### config.mk
export PLATFORM = sky130hd
export DESIGN_NAME = CpuTop
export DESIGN_NICKNAME = d
export VERILOG_FILES = /design/src/hdl/rvPkg.sv /design/src/hdl/ctrlIf.sv /design/src/hdl/RegisterFile.sv /design/src/hdl/Alu.sv /design/src/hdl/ImmExtend.sv /design/src/hdl/ControlUnit.sv /design/src/hdl/DataPath.sv /design/src/hdl/CpuTop.sv
export SDC_FILE = /design/constraint.sdc
export NUM_CORES = 2
export LEC_CHECK = 0
export BUFFER_PORTS_ARGS = -buffer_cell sky130_fd_sc_hd__buf_2
export CORE_MARGIN = 3
export CORE_UTILIZATION = 25
export DETAILED_ROUTE_END_ITERATION = 7
export HOLD_SLACK_MARGIN = 0.08
export PLACE_DENSITY_LB_ADDON = 0.1
export SETUP_SLACK_MARGIN = 0.02
export SYNTH_ARGS = -nofsm -noshare
export SYNTH_HDL_FRONTEND = slang
export SYNTH_SLANG_ARGS = --single-unit
### constraint.sdc
create_clock -name clk -period 14.13 [get_ports clk]
set_clock_uncertainty 0.15 [all_clocks]
set_input_delay 1.413 -clock clk [delete_from_list [all_inputs] [get_ports clk]]
set_output_delay 1.413 -clock clk [all_outputs]
set_load 0.02 [all_outputs]
### src/hdl/rvPkg.sv
package rvPkg;

    typedef enum logic [6:0] {
        OPC_R      = 7'b0110011,
        OPC_IALU   = 7'b0010011,
        OPC_LOAD   = 7'b0000011,
        OPC_STORE  = 7'b0100011,
        OPC_BRANCH = 7'b1100011,
        OPC_LUI    = 7'b0110111,
        OPC_AUIPC  = 7'b0010111,
        OPC_JAL    = 7'b1101111,
        OPC_JALR   = 7'b1100111
    } opcodeT;

    // Encoded as {funct7[5], funct3}
    typedef enum logic [3:0] {
        ADD  = 4'b0000,
        SUB  = 4'b1000,
        SLL  = 4'b0001,
        SLT  = 4'b0010,
        SLTU = 4'b0011,
        XOR  = 4'b0100,
        SRL  = 4'b0101,
        SRA  = 4'b1101,
        OR   = 4'b0110,
        AND  = 4'b0111
    } aluOpT;

    typedef enum logic [2:0] {
        WB_ALU   = 3'd0,
        WB_MEM   = 3'd1,
        WB_IMM   = 3'd2,
        WB_PCIMM = 3'd3,
        WB_PC4   = 3'd4
    } wbSrcT;

    typedef enum logic [2:0] {
        FETCH     = 3'd0,
        DECODE    = 3'd1,
        EXECUTE   = 3'd2,
        MEMREAD   = 3'd3,
        MEMWRITE  = 3'd4,
        WRITEBACK = 3'd5,
        UPDATE    = 3'd6
    } cpuStateT;

    // funct3 codes
    localparam logic [2:0] F3_BEQ  = 3'b000;
    localparam logic [2:0] F3_BNE  = 3'b001;
    localparam logic [2:0] F3_BLT  = 3'b100;
    localparam logic [2:0] F3_BGE  = 3'b101;
    localparam logic [2:0] F3_BLTU = 3'b110;
    localparam logic [2:0] F3_BGEU = 3'b111;
    localparam logic [2:0] F3_SLL  = 3'b001;
    localparam logic [2:0] F3_SR   = 3'b101;  // SRL and SRA

    typedef struct packed {
        logic [6:0] funct7;
        logic [4:0] rs2;
        logic [4:0] rs1;
        logic [2:0] funct3;
        logic [4:0] rd;
        opcodeT     opcode;
    } rTypeT;

    typedef struct packed {
        logic [11:0] imm;
        logic [4:0]  rs1;
        logic [2:0]  funct3;
        logic [4:0]  rd;
        opcodeT      opcode;
    } iTypeT;

    typedef struct packed {
        logic [6:0] immHi;
        logic [4:0] rs2;
        logic [4:0] rs1;
        logic [2:0] funct3;
        logic [4:0] immLo;
        opcodeT     opcode;
    } sTypeT;

    typedef struct packed {
        logic       imm12;
        logic [5:0] imm10To5;
        logic [4:0] rs2;
        logic [4:0] rs1;
        logic [2:0] funct3;
        logic [3:0] imm4To1;
        logic       imm11;
        opcodeT     opcode;
    } bTypeT;

    typedef struct packed {
        logic [19:0] imm;
        logic [4:0]  rd;
        opcodeT      opcode;
    } uTypeT;

    typedef struct packed {
        logic       imm20;
        logic [9:0] imm10To1;
        logic       imm11;
        logic [7:0] imm19To12;
        logic [4:0] rd;
        opcodeT     opcode;
    } jTypeT;

    // One instruction word, several field layouts
    typedef union packed {
        rTypeT r;
        iTypeT i;
        sTypeT s;
        bTypeT b;
        uTypeT u;
        jTypeT j;
    } instrT;

endpackage

### src/hdl/ctrlIf.sv
`timescale 1ns/1ps

interface ctrlIf import rvPkg::*; ();
    logic  regFileWe;
    aluOpT aluControl;
    logic  aluSrcMuxSel;     // 0 rs2, 1 immediate
    wbSrcT rfwdSrcMuxSel;
    logic  branch;
    logic  jal;              // Set for JAL and JALR
    logic  jalr;
    logic  pcEn;

    modport ctrl (
        output regFileWe, aluControl, aluSrcMuxSel, rfwdSrcMuxSel,
        output branch, jal, jalr, pcEn
    );

    modport dp (
        input regFileWe, aluControl, aluSrcMuxSel, rfwdSrcMuxSel,
        input branch, jal, jalr, pcEn
    );
endinterface

### src/hdl/RegisterFile.sv
`timescale 1ns/1ps

module RegisterFile (
    input  logic        clk,
    input  logic        we,
    input  logic [4:0]  rAddr1,
    input  logic [4:0]  rAddr2,
    input  logic [4:0]  wAddr,
    input  logic [31:0] wData,
    output logic [31:0] rData1,
    output logic [31:0] rData2
);
    logic [31:0] regs [0:31];

    always_ff @(posedge clk) begin
        if (we) begin
            regs[wAddr] <= wData;
        end
    end

    // x0 always reads zero
    assign rData1 = (rAddr1 != 5'd0) ? regs[rAddr1] : 32'b0;
    assign rData2 = (rAddr2 != 5'd0) ? regs[rAddr2] : 32'b0;

endmodule

### src/hdl/Alu.sv
`timescale 1ns/1ps

module Alu import rvPkg::*; (
    input  aluOpT       aluControl,
    input  logic [31:0] a,
    input  logic [31:0] b,
    output logic        btaken,
    output logic [31:0] result
);
    logic [4:0] shamt;

    assign shamt = b[4:0];

    always_comb begin
        case (aluControl)
            ADD:     result = a + b;
            SUB:     result = a - b;
            SLL:     result = a << shamt;
            SRL:     result = a >> shamt;
            SRA:     result = $signed(a) >>> shamt;
            SLT:     result = {31'b0, $signed(a) < $signed(b)};
            SLTU:    result = {31'b0, a < b};
            XOR:     result = a ^ b;
            OR:      result = a | b;
            AND:     result = a & b;
            default: result = 32'b0;
        endcase
    end

    // Branch compare on funct3
    always_comb begin
        case (aluControl[2:0])
            F3_BEQ:  btaken = (a == b);
            F3_BNE:  btaken = (a != b);
            F3_BLT:  btaken = ($signed(a) < $signed(b));
            F3_BGE:  btaken = ($signed(a) >= $signed(b));
            F3_BLTU: btaken = (a < b);
            F3_BGEU: btaken = (a >= b);
            default: btaken = 1'b0;
        endcase
    end

endmodule

### src/hdl/ImmExtend.sv
`timescale 1ns/1ps

module ImmExtend import rvPkg::*; (
    input  logic [31:0] instrCode,
    output logic [31:0] immExt
);
    instrT instr;

    assign instr = instrCode;

    always_comb begin
        case (instr.i.opcode)
            OPC_LOAD, OPC_JALR: begin
                immExt = {{20{instr.i.imm[11]}}, instr.i.imm};
            end
            OPC_IALU: begin
                if (instr.i.funct3 == F3_SLL || instr.i.funct3 == F3_SR) begin
                    immExt = {27'b0, instr.i.imm[4:0]};    // Shift amount only
                end else begin
                    // SLTIU too, compared unsigned in the ALU
                    immExt = {{20{instr.i.imm[11]}}, instr.i.imm};
                end
            end
            OPC_STORE: begin
                immExt = {{20{instr.s.immHi[6]}}, instr.s.immHi, instr.s.immLo};
            end
            OPC_BRANCH: begin
                immExt = {{19{instr.b.imm12}}, instr.b.imm12, instr.b.imm11,
                          instr.b.imm10To5, instr.b.imm4To1, 1'b0};
            end
            OPC_LUI, OPC_AUIPC: begin
                immExt = {instr.u.imm, 12'b0};
            end
            OPC_JAL: begin
                immExt = {{11{instr.j.imm20}}, instr.j.imm20, instr.j.imm19To12,
                          instr.j.imm11, instr.j.imm10To1, 1'b0};
            end
            default: begin
                immExt = 32'b0;     // R-type has no immediate
            end
        endcase
    end

endmodule

### src/hdl/ControlUnit.sv
`timescale 1ns/1ps

module ControlUnit import rvPkg::*; (
    input  logic        clk,
    input  logic        reset,
    input  logic [31:0] instrCode,
    ctrlIf.ctrl         ctrlBus,
    output logic        dataWe
);
    instrT    instr;
    cpuStateT state;
    cpuStateT stateNext;
    logic     writesReg;    // Non-load instruction writing rd in EXECUTE

    assign instr = instrCode;

    // Instruction decode, held for the whole instruction
    always_comb begin
        ctrlBus.aluControl    = ADD;
        ctrlBus.aluSrcMuxSel  = 1'b0;
        ctrlBus.rfwdSrcMuxSel = WB_ALU;
        ctrlBus.branch        = 1'b0;
        ctrlBus.jal           = 1'b0;
        ctrlBus.jalr          = 1'b0;
        writesReg             = 1'b0;
        case (instr.r.opcode)
            OPC_R: begin
                ctrlBus.aluControl = aluOpT'({instr.r.funct7[5], instr.r.funct3});
                writesReg          = 1'b1;
            end
            OPC_IALU: begin
                ctrlBus.aluSrcMuxSel = 1'b1;
                if (instr.i.funct3 == F3_SR) begin
                    ctrlBus.aluControl = aluOpT'({instr.i.imm[10], instr.i.funct3});
                end else begin
                    ctrlBus.aluControl = aluOpT'({1'b0, instr.i.funct3});
                end
                writesReg = 1'b1;
            end
            OPC_LOAD: begin
                ctrlBus.aluSrcMuxSel  = 1'b1;
                ctrlBus.rfwdSrcMuxSel = WB_MEM;
            end
            OPC_STORE: begin
                ctrlBus.aluSrcMuxSel = 1'b1;
            end
            OPC_BRANCH: begin
                // Low bits select the comparison
                ctrlBus.aluControl = aluOpT'({1'b0, instr.b.funct3});
                ctrlBus.branch     = 1'b1;
            end
            OPC_LUI: begin
                ctrlBus.rfwdSrcMuxSel = WB_IMM;
                writesReg             = 1'b1;
            end
            OPC_AUIPC: begin
                ctrlBus.rfwdSrcMuxSel = WB_PCIMM;
                writesReg             = 1'b1;
            end
            OPC_JAL: begin
                ctrlBus.rfwdSrcMuxSel = WB_PC4;
                ctrlBus.jal           = 1'b1;
                writesReg             = 1'b1;
            end
            OPC_JALR: begin
                ctrlBus.rfwdSrcMuxSel = WB_PC4;
                ctrlBus.jal           = 1'b1;
                ctrlBus.jalr          = 1'b1;  // rs1 as target base
                writesReg             = 1'b1;
            end
            default: begin
                writesReg = 1'b0;   // Unknown opcode runs as a NOP
            end
        endcase
    end

    always_comb begin
        stateNext = state;
        case (state)
            FETCH:   stateNext = DECODE;
            DECODE:  stateNext = EXECUTE;
            EXECUTE: begin
                if (instr.r.opcode == OPC_LOAD) begin
                    stateNext = MEMREAD;
                end else if (instr.r.opcode == OPC_STORE) begin
                    stateNext = MEMWRITE;
                end else begin
                    stateNext = UPDATE;
                end
            end
            MEMREAD: stateNext = WRITEBACK;
            default: stateNext = FETCH;   // MEMWRITE, WRITEBACK, UPDATE
        endcase
    end

    always_ff @(posedge clk, posedge reset) begin
        if (reset) begin
            state <= FETCH;
        end else begin
            state <= stateNext;
        end
    end

    assign ctrlBus.regFileWe = ((state == EXECUTE) && writesReg) || (state == WRITEBACK);
    assign ctrlBus.pcEn      = state inside {UPDATE, MEMWRITE, WRITEBACK};
    assign dataWe            = (state == MEMWRITE);

    // Fetch, decode and execute of the next instruction follow with the PC held
    pcEnLastState: assert property (@(posedge clk) disable iff (reset)
        ctrlBus.pcEn |=> !ctrlBus.pcEn ##1 !ctrlBus.pcEn ##1 !ctrlBus.pcEn)
        else $error("pcEn outside the last state of an instruction");

    weExclusive: assert property (@(posedge clk) disable iff (reset)
        !(dataWe && ctrlBus.regFileWe))
        else $error("dataWe and regFileWe high together");

endmodule

### src/hdl/DataPath.sv
`timescale 1ns/1ps

module DataPath import rvPkg::*; (
    input  logic        clk,
    input  logic        reset,
    ctrlIf.dp           ctrlBus,
    output logic [31:0] instrMemAddr,
    input  logic [31:0] instrCode,
    output logic [31:0] dataAddr,
    output logic [31:0] dataWData,
    input  logic [31:0] dataRData
);
    logic [31:0] pc;
    logic [31:0] rfData1;
    logic [31:0] rfData2;
    logic [31:0] rfWData;
    logic [31:0] immExt;
    logic [31:0] decRfData1;
    logic [31:0] decRfData2;
    logic [31:0] decImmExt;
    logic [31:0] aluSrcB;
    logic [31:0] aluResult;
    logic        btaken;
    logic        pcSrcSel;
    logic [31:0] pcImmBase;
    logic [31:0] pcImmSum;
    logic [31:0] pcImmResult;
    logic [31:0] pcPlus4;
    logic [31:0] pcNext;
    logic [31:0] exeAluResult;
    logic [31:0] exeRfData2;
    logic [31:0] exePcNext;
    logic [31:0] memRData;

    assign instrMemAddr = pc;
    assign dataAddr     = exeAluResult;
    assign dataWData    = exeRfData2;

    RegisterFile uRegFile (
        .clk    (clk),
        .we     (ctrlBus.regFileWe),
        .rAddr1 (instrCode[19:15]),
        .rAddr2 (instrCode[24:20]),
        .wAddr  (instrCode[11:7]),
        .wData  (rfWData),
        .rData1 (rfData1),
        .rData2 (rfData2)
    );

    ImmExtend uImmExtend (
        .instrCode (instrCode),
        .immExt    (immExt)
    );

    assign aluSrcB = ctrlBus.aluSrcMuxSel ? decImmExt : decRfData2;

    Alu uAlu (
        .aluControl (ctrlBus.aluControl),
        .a          (decRfData1),
        .b          (aluSrcB),
        .btaken     (btaken),
        .result     (aluResult)
    );

    // Next PC and jump target
    always_comb begin
        pcImmBase   = ctrlBus.jalr ? decRfData1 : pc;
        pcImmSum    = pcImmBase + decImmExt;
        pcImmResult = {pcImmSum[31:1], pcImmSum[0] & ~ctrlBus.jalr};  // JALR clears bit 0
        pcPlus4     = pc + 32'd4;
        pcSrcSel    = ctrlBus.jal | (ctrlBus.branch & btaken);
        pcNext      = pcSrcSel ? pcImmResult : pcPlus4;
    end

    always_comb begin
        case (ctrlBus.rfwdSrcMuxSel)
            WB_ALU:   rfWData = aluResult;
            WB_MEM:   rfWData = memRData;
            WB_IMM:   rfWData = decImmExt;
            WB_PCIMM: rfWData = pcImmResult;
            WB_PC4:   rfWData = pcPlus4;
            default:  rfWData = 32'b0;
        endcase
    end

    // Decode, execute and memory stage registers
    always_ff @(posedge clk, posedge reset) begin
        if (reset) begin
            decRfData1   <= 32'b0;
            decRfData2   <= 32'b0;
            decImmExt    <= 32'b0;
            exeAluResult <= 32'b0;
            exeRfData2   <= 32'b0;
            exePcNext    <= 32'b0;
            memRData     <= 32'b0;
        end else begin
            decRfData1   <= rfData1;
            decRfData2   <= rfData2;
            decImmExt    <= immExt;
            exeAluResult <= aluResult;
            exeRfData2   <= decRfData2;
            exePcNext    <= pcNext;
            memRData     <= dataRData;
        end
    end

    always_ff @(posedge clk, posedge reset) begin
        if (reset) begin
            pc <= 32'b0;
        end else if (ctrlBus.pcEn) begin
            pc <= exePcNext;
        end
    end

    pcAligned: assert property (@(posedge clk) disable iff (reset)
        ctrlBus.pcEn |=> (pc[1:0] == 2'b00))
        else $error("PC not word aligned: %h", pc);

endmodule

### src/hdl/CpuTop.sv
`timescale 1ns/1ps

module CpuTop (
    input  logic        clk,
    input  logic        reset,
    // Instruction memory
    output logic [31:0] instrMemAddr,
    input  logic [31:0] instrCode,
    // Data memory
    output logic [31:0] dataAddr,
    output logic [31:0] dataWData,
    input  logic [31:0] dataRData,
    output logic        dataWe
);
    ctrlIf ctrlBus ();

    ControlUnit uCtrl (
        .clk       (clk),
        .reset     (reset),
        .instrCode (instrCode),
        .ctrlBus   (ctrlBus.ctrl),
        .dataWe    (dataWe)
    );

    DataPath uDataPath (
        .clk          (clk),
        .reset        (reset),
        .ctrlBus      (ctrlBus.dp),
        .instrMemAddr (instrMemAddr),
        .instrCode    (instrCode),
        .dataAddr     (dataAddr),
        .dataWData    (dataWData),
        .dataRData    (dataRData)
    );

endmodule

==> summary.md <==
| Metric | Value |
|---|---|
| Status | `finished, final reports clean` |
| Cts bufs inserted | `161` |
| DR vias | `47000` |
| Hold_sp | `uDataPath.decRfData2[12]$_DFF_PP0_` |
| Final nets | `5147` |
| Synth Warn # | `0` |
| VDD IR max | `101 uV` |
| Grt total ovfl | `0` |
| Dpl cell area | `74000 sq um` |
| Post-synthesis cell count | `4819` |
| # rows | `191` |
| Most used flip-flop cell after synthesis | `edfxtp_1` |
| Post-CTS Setup Repair Bufs | `0` |
| Detail-routed via count per cell | `5.43` |
| Max Cap Viol | `0` |
| Worst Reg-to-Reg Cells | `18` |
| Core Area | `272000 sq um` |
| Starting Density | `0.252` |
| Area share of the largest cell type after synthesis | `0.449` |
| Reg2reg setup slack | `7.28 ns` |
| Die height | `529 microns` |
| RSZ-0062 raised after global routing | `false` |
| Min cycle time layout | `7.28 ns` |
| Die ar. | `280000 sq um` |
| Hpwl dp | `199000 microns` |
| Least-Margin Pin Slew | `1.27 ns` |
| Final Max Slew Viols | `0` |
| Tcrit/Tclk final | `0.515` |
| Routed len/inst | `35.5 microns` |
| Reg-to-reg critical path startpoint | `uDataPath.decImmExt[1]$_DFF_PP0_` |
| PortBufs | `162` |
| GRT Overall Usage | `0.215` |
| Worst slew margin | `0.147` |
| Post-cts gate resize count | `0` |
| Fmax | `137 MHz` |
| Final TNS setup | `0 ns` |
| # hold bufs at CTS | `0` |
| Routed WL | `307000 microns` |
| HP Class | `flop to flop` |
| Fraction of layout cells with a size suffix above 1 | `0.255` |
| CP endpoint kind | `flop` |
| Sequential fraction of the synthesis area | `0.544` |
| Capturing point of the worst reg2reg path | `uDataPath.uRegFile.regs[19][27]$_DFFE_PP_` |
| Syn_nets | `5013` |
| Layout fillers | `27200` |
| Antenna-violating nets left | `0` |
| Layout area overhead | `15.2%` |
| Post-route cell area | `78900 sq um` |
| Clock Path Buffers | `4` |
| Initial antenna violation count | `17` |
| Post-synthesis async set-or-reset flop share | `0.202` |
| Setup violations, final | `0` |
| Mapped Avg Cell Area | `14.2 sq um` |
| First-pass DRT Iterations | `6` |
| CP startpoint kind | `input port` |
| Pwr/cell area | `150 nW/um^2` |
| Leakage power | `0.0274 uW` |
| Count of cell types in the netlist | `104` |
| H-Tree Depth | `4` |
| Placer Congestion | `0.958` |
| Top cells by area, synth | `edfxtp_1 (45%), mux4_2 (19%), dfrtp_1 (9.5%), mux2i_1 (3.3%), ha_1 (2.3%)` |
| CP Max Fanout | `48` |
| Reg clk slew, reported paths | `0.06 ns` |
| Clk_lat worst skew | `0.85 ns` |
| Cell taking the most area after synthesis | `edfxtp_1` |
| Sink Count | `1283` |
| FF+latch count, synth | `1283` |
| Critical path class | `input port to flop` |
| Pin count of the biggest net entering global routing | `136` |
| CP required | `14.39 ns` |
| DR iter-0 viols | `5128` |
| Global-route wire length before repair | `417000 microns` |
| Most frequent cells in the layout | `edfxtp_1 (1024), mux4_2 (568), nand2_1 (310), nor2_1 (274), a21oi_1 (272)` |
| Die Span X | `529 microns` |
| Post-route DRC violation count | `0` |
| Fin. Hold Viols | `0` |
| Root Buffer | `clkbuf_16` |
| Cell Area, Synth | `68500 sq um` |
| Hold Path Stages | `0` |
| Arrival @ worst endpoint | `7.54 ns` |
| Ports | `163` |
| Commonest non-fill, non-tap cell in the layout | `edfxtp_1` |
| CTS tree | `built` |
| Hold EP | `uDataPath.dataWData[12]$_DFF_PP0_` |
| Number of flops mapped to enable cells by yosys | `1024` |
| Vias in the first global route | `47400` |
## routing by layer
metal | part of all wire | vias up | track usage
met4 | 0.036 | 0 | 0.0665
met1 | 0.43 | 25300 | 0.285
met3 | 0.051 | 404 | 0.0296
met5 | 0 | - | 0
met2 | 0.49 | 1673 | 0.362
li1 | - | 19600 | -
## logic make-up (layout without fill, tap and decap cells)
| logic type | count (synthesis) | count (layout) | synth area share |
|---|---|---|---|
| other cells | 0 | 9 | 0 |
| xor+xnor | 73 | 73 | 0.00934 |
| flops | 1283 | 1283 | 0.544 |
| fa+ha+maj | 128 | 128 | 0.0236 |
| simple gates | 992 | 992 | 0.0663 |
| mux | 876 | 876 | 0.233 |
| compound gates | 990 | 990 | 0.0953 |
| buf+inv | 477 | 727 | 0.0283 |
## stage by stage
stage | hold WS (ns) | utilization | power (uW) | worst slack [ns] | instances
after CTS | 0.283 | 0.290 | 12000 | 7.05 | 8639
after floorplan | 0.201 | - | 6600 | 5.44 | 4819
after global placement | 0.285 | 0.272 | 8000 | 6.28 | 8360
after detailed placement | 0.296 | 0.272 | 7970 | 6.19 | 8360
after global routing | 0.269 | 0.290 | 12400 | 6.58 | 8639
final | 0.269 | 0.290 | 11900 | 6.85 | 8648
## cells in the mapped netlist (all sizes together), types with 22 or more instances
| library cell | count |
|---|---|
| edfxtp | 1024 |
| mux4 | 568 |
| nor2 | 312 |
| nand2 | 311 |
| a21oi | 275 |
| dfrtp | 259 |
| mux2i | 226 |
| clkbuf | 222 |
| o21ai | 218 |
| buf | 127 |
| ha | 126 |
| inv | 126 |
| nand3 | 105 |
| nor3 | 87 |
| mux2 | 82 |
| a21o | 73 |
| o221ai | 57 |
| o22ai | 45 |
| xnor2 | 40 |
| a211oi | 37 |
| o211ai | 33 |
| xor2 | 33 |
| a31oi | 32 |
| nor2b | 31 |
| a22oi | 27 |
| and3 | 22 |
| o21bai | 22 |
## sequential cells by signal (all words and copies together) (netlist names)
signal and count:
uDataPath.uRegFile.regs 1024, uDataPath.dataAddr 32, uDataPath.dataWData 32, uDataPath.decImmExt 32, uDataPath.decRfData1 32, uDataPath.decRfData2 32, uDataPath.exePcNext 32, uDataPath.instrMemAddr 32
uDataPath.memRData 32, uCtrl.state 3
## power by group
part	switching, uW	internal (uW)
clock	1660	2290
sequential	234	4660
combinational	2090	917
## worst max-delay path by stage
stage                       from                                        end  slack, ns  cells past startpoint
floorplan                  reset                   uCtrl.state[0]$_DFF_PP0_       5.44                      1
global placement    instrCode[5]   uDataPath.uRegFile.regs[6][25]$_DFFE_PP_       6.28                     19
detailed placement  instrCode[5]  uDataPath.uRegFile.regs[18][26]$_DFFE_PP_       6.19                     20
CTS                 instrCode[5]  uDataPath.uRegFile.regs[19][27]$_DFFE_PP_       7.05                     18
global route        instrCode[5]  uDataPath.uRegFile.regs[19][27]$_DFFE_PP_       6.58                     18
finish              instrCode[5]  uDataPath.uRegFile.regs[19][27]$_DFFE_PP_       6.85                     18
## critical path, stage by stage
cell      delay [ns]
buf_2           0.50
a21o_4          0.32
nor3_4          0.05
buf_4           0.26
nor2_4          0.59
inv_2           0.04
buf_4           0.32
ha_1            0.42
nor2_1          0.17
o32ai_1         0.11
mux2_2          0.33
o31ai_4         0.31
a211oi_1        0.22
o21ai_0         0.68
nand4_1         0.24
mux2i_1         0.17
o211ai_1        0.32
a21o_1          0.97
## cell type report
cell class | instances | area (sq um) | share of cell area
clock buffer | 209 | 4390 | 0.0557
inverter | 128 | 493 | 0.00625
tap | 3570 | 4470 | 0.0566
multi-input combinational | 3059 | 29700 | 0.376
antenna | 9 | 22.5 | 0.000285
clock inverter | 70 | 527 | 0.00668
sequential | 1283 | 37200 | 0.472
timing repair buffer | 320 | 2100 | 0.0266
Power figures use the tool's default switching activity.
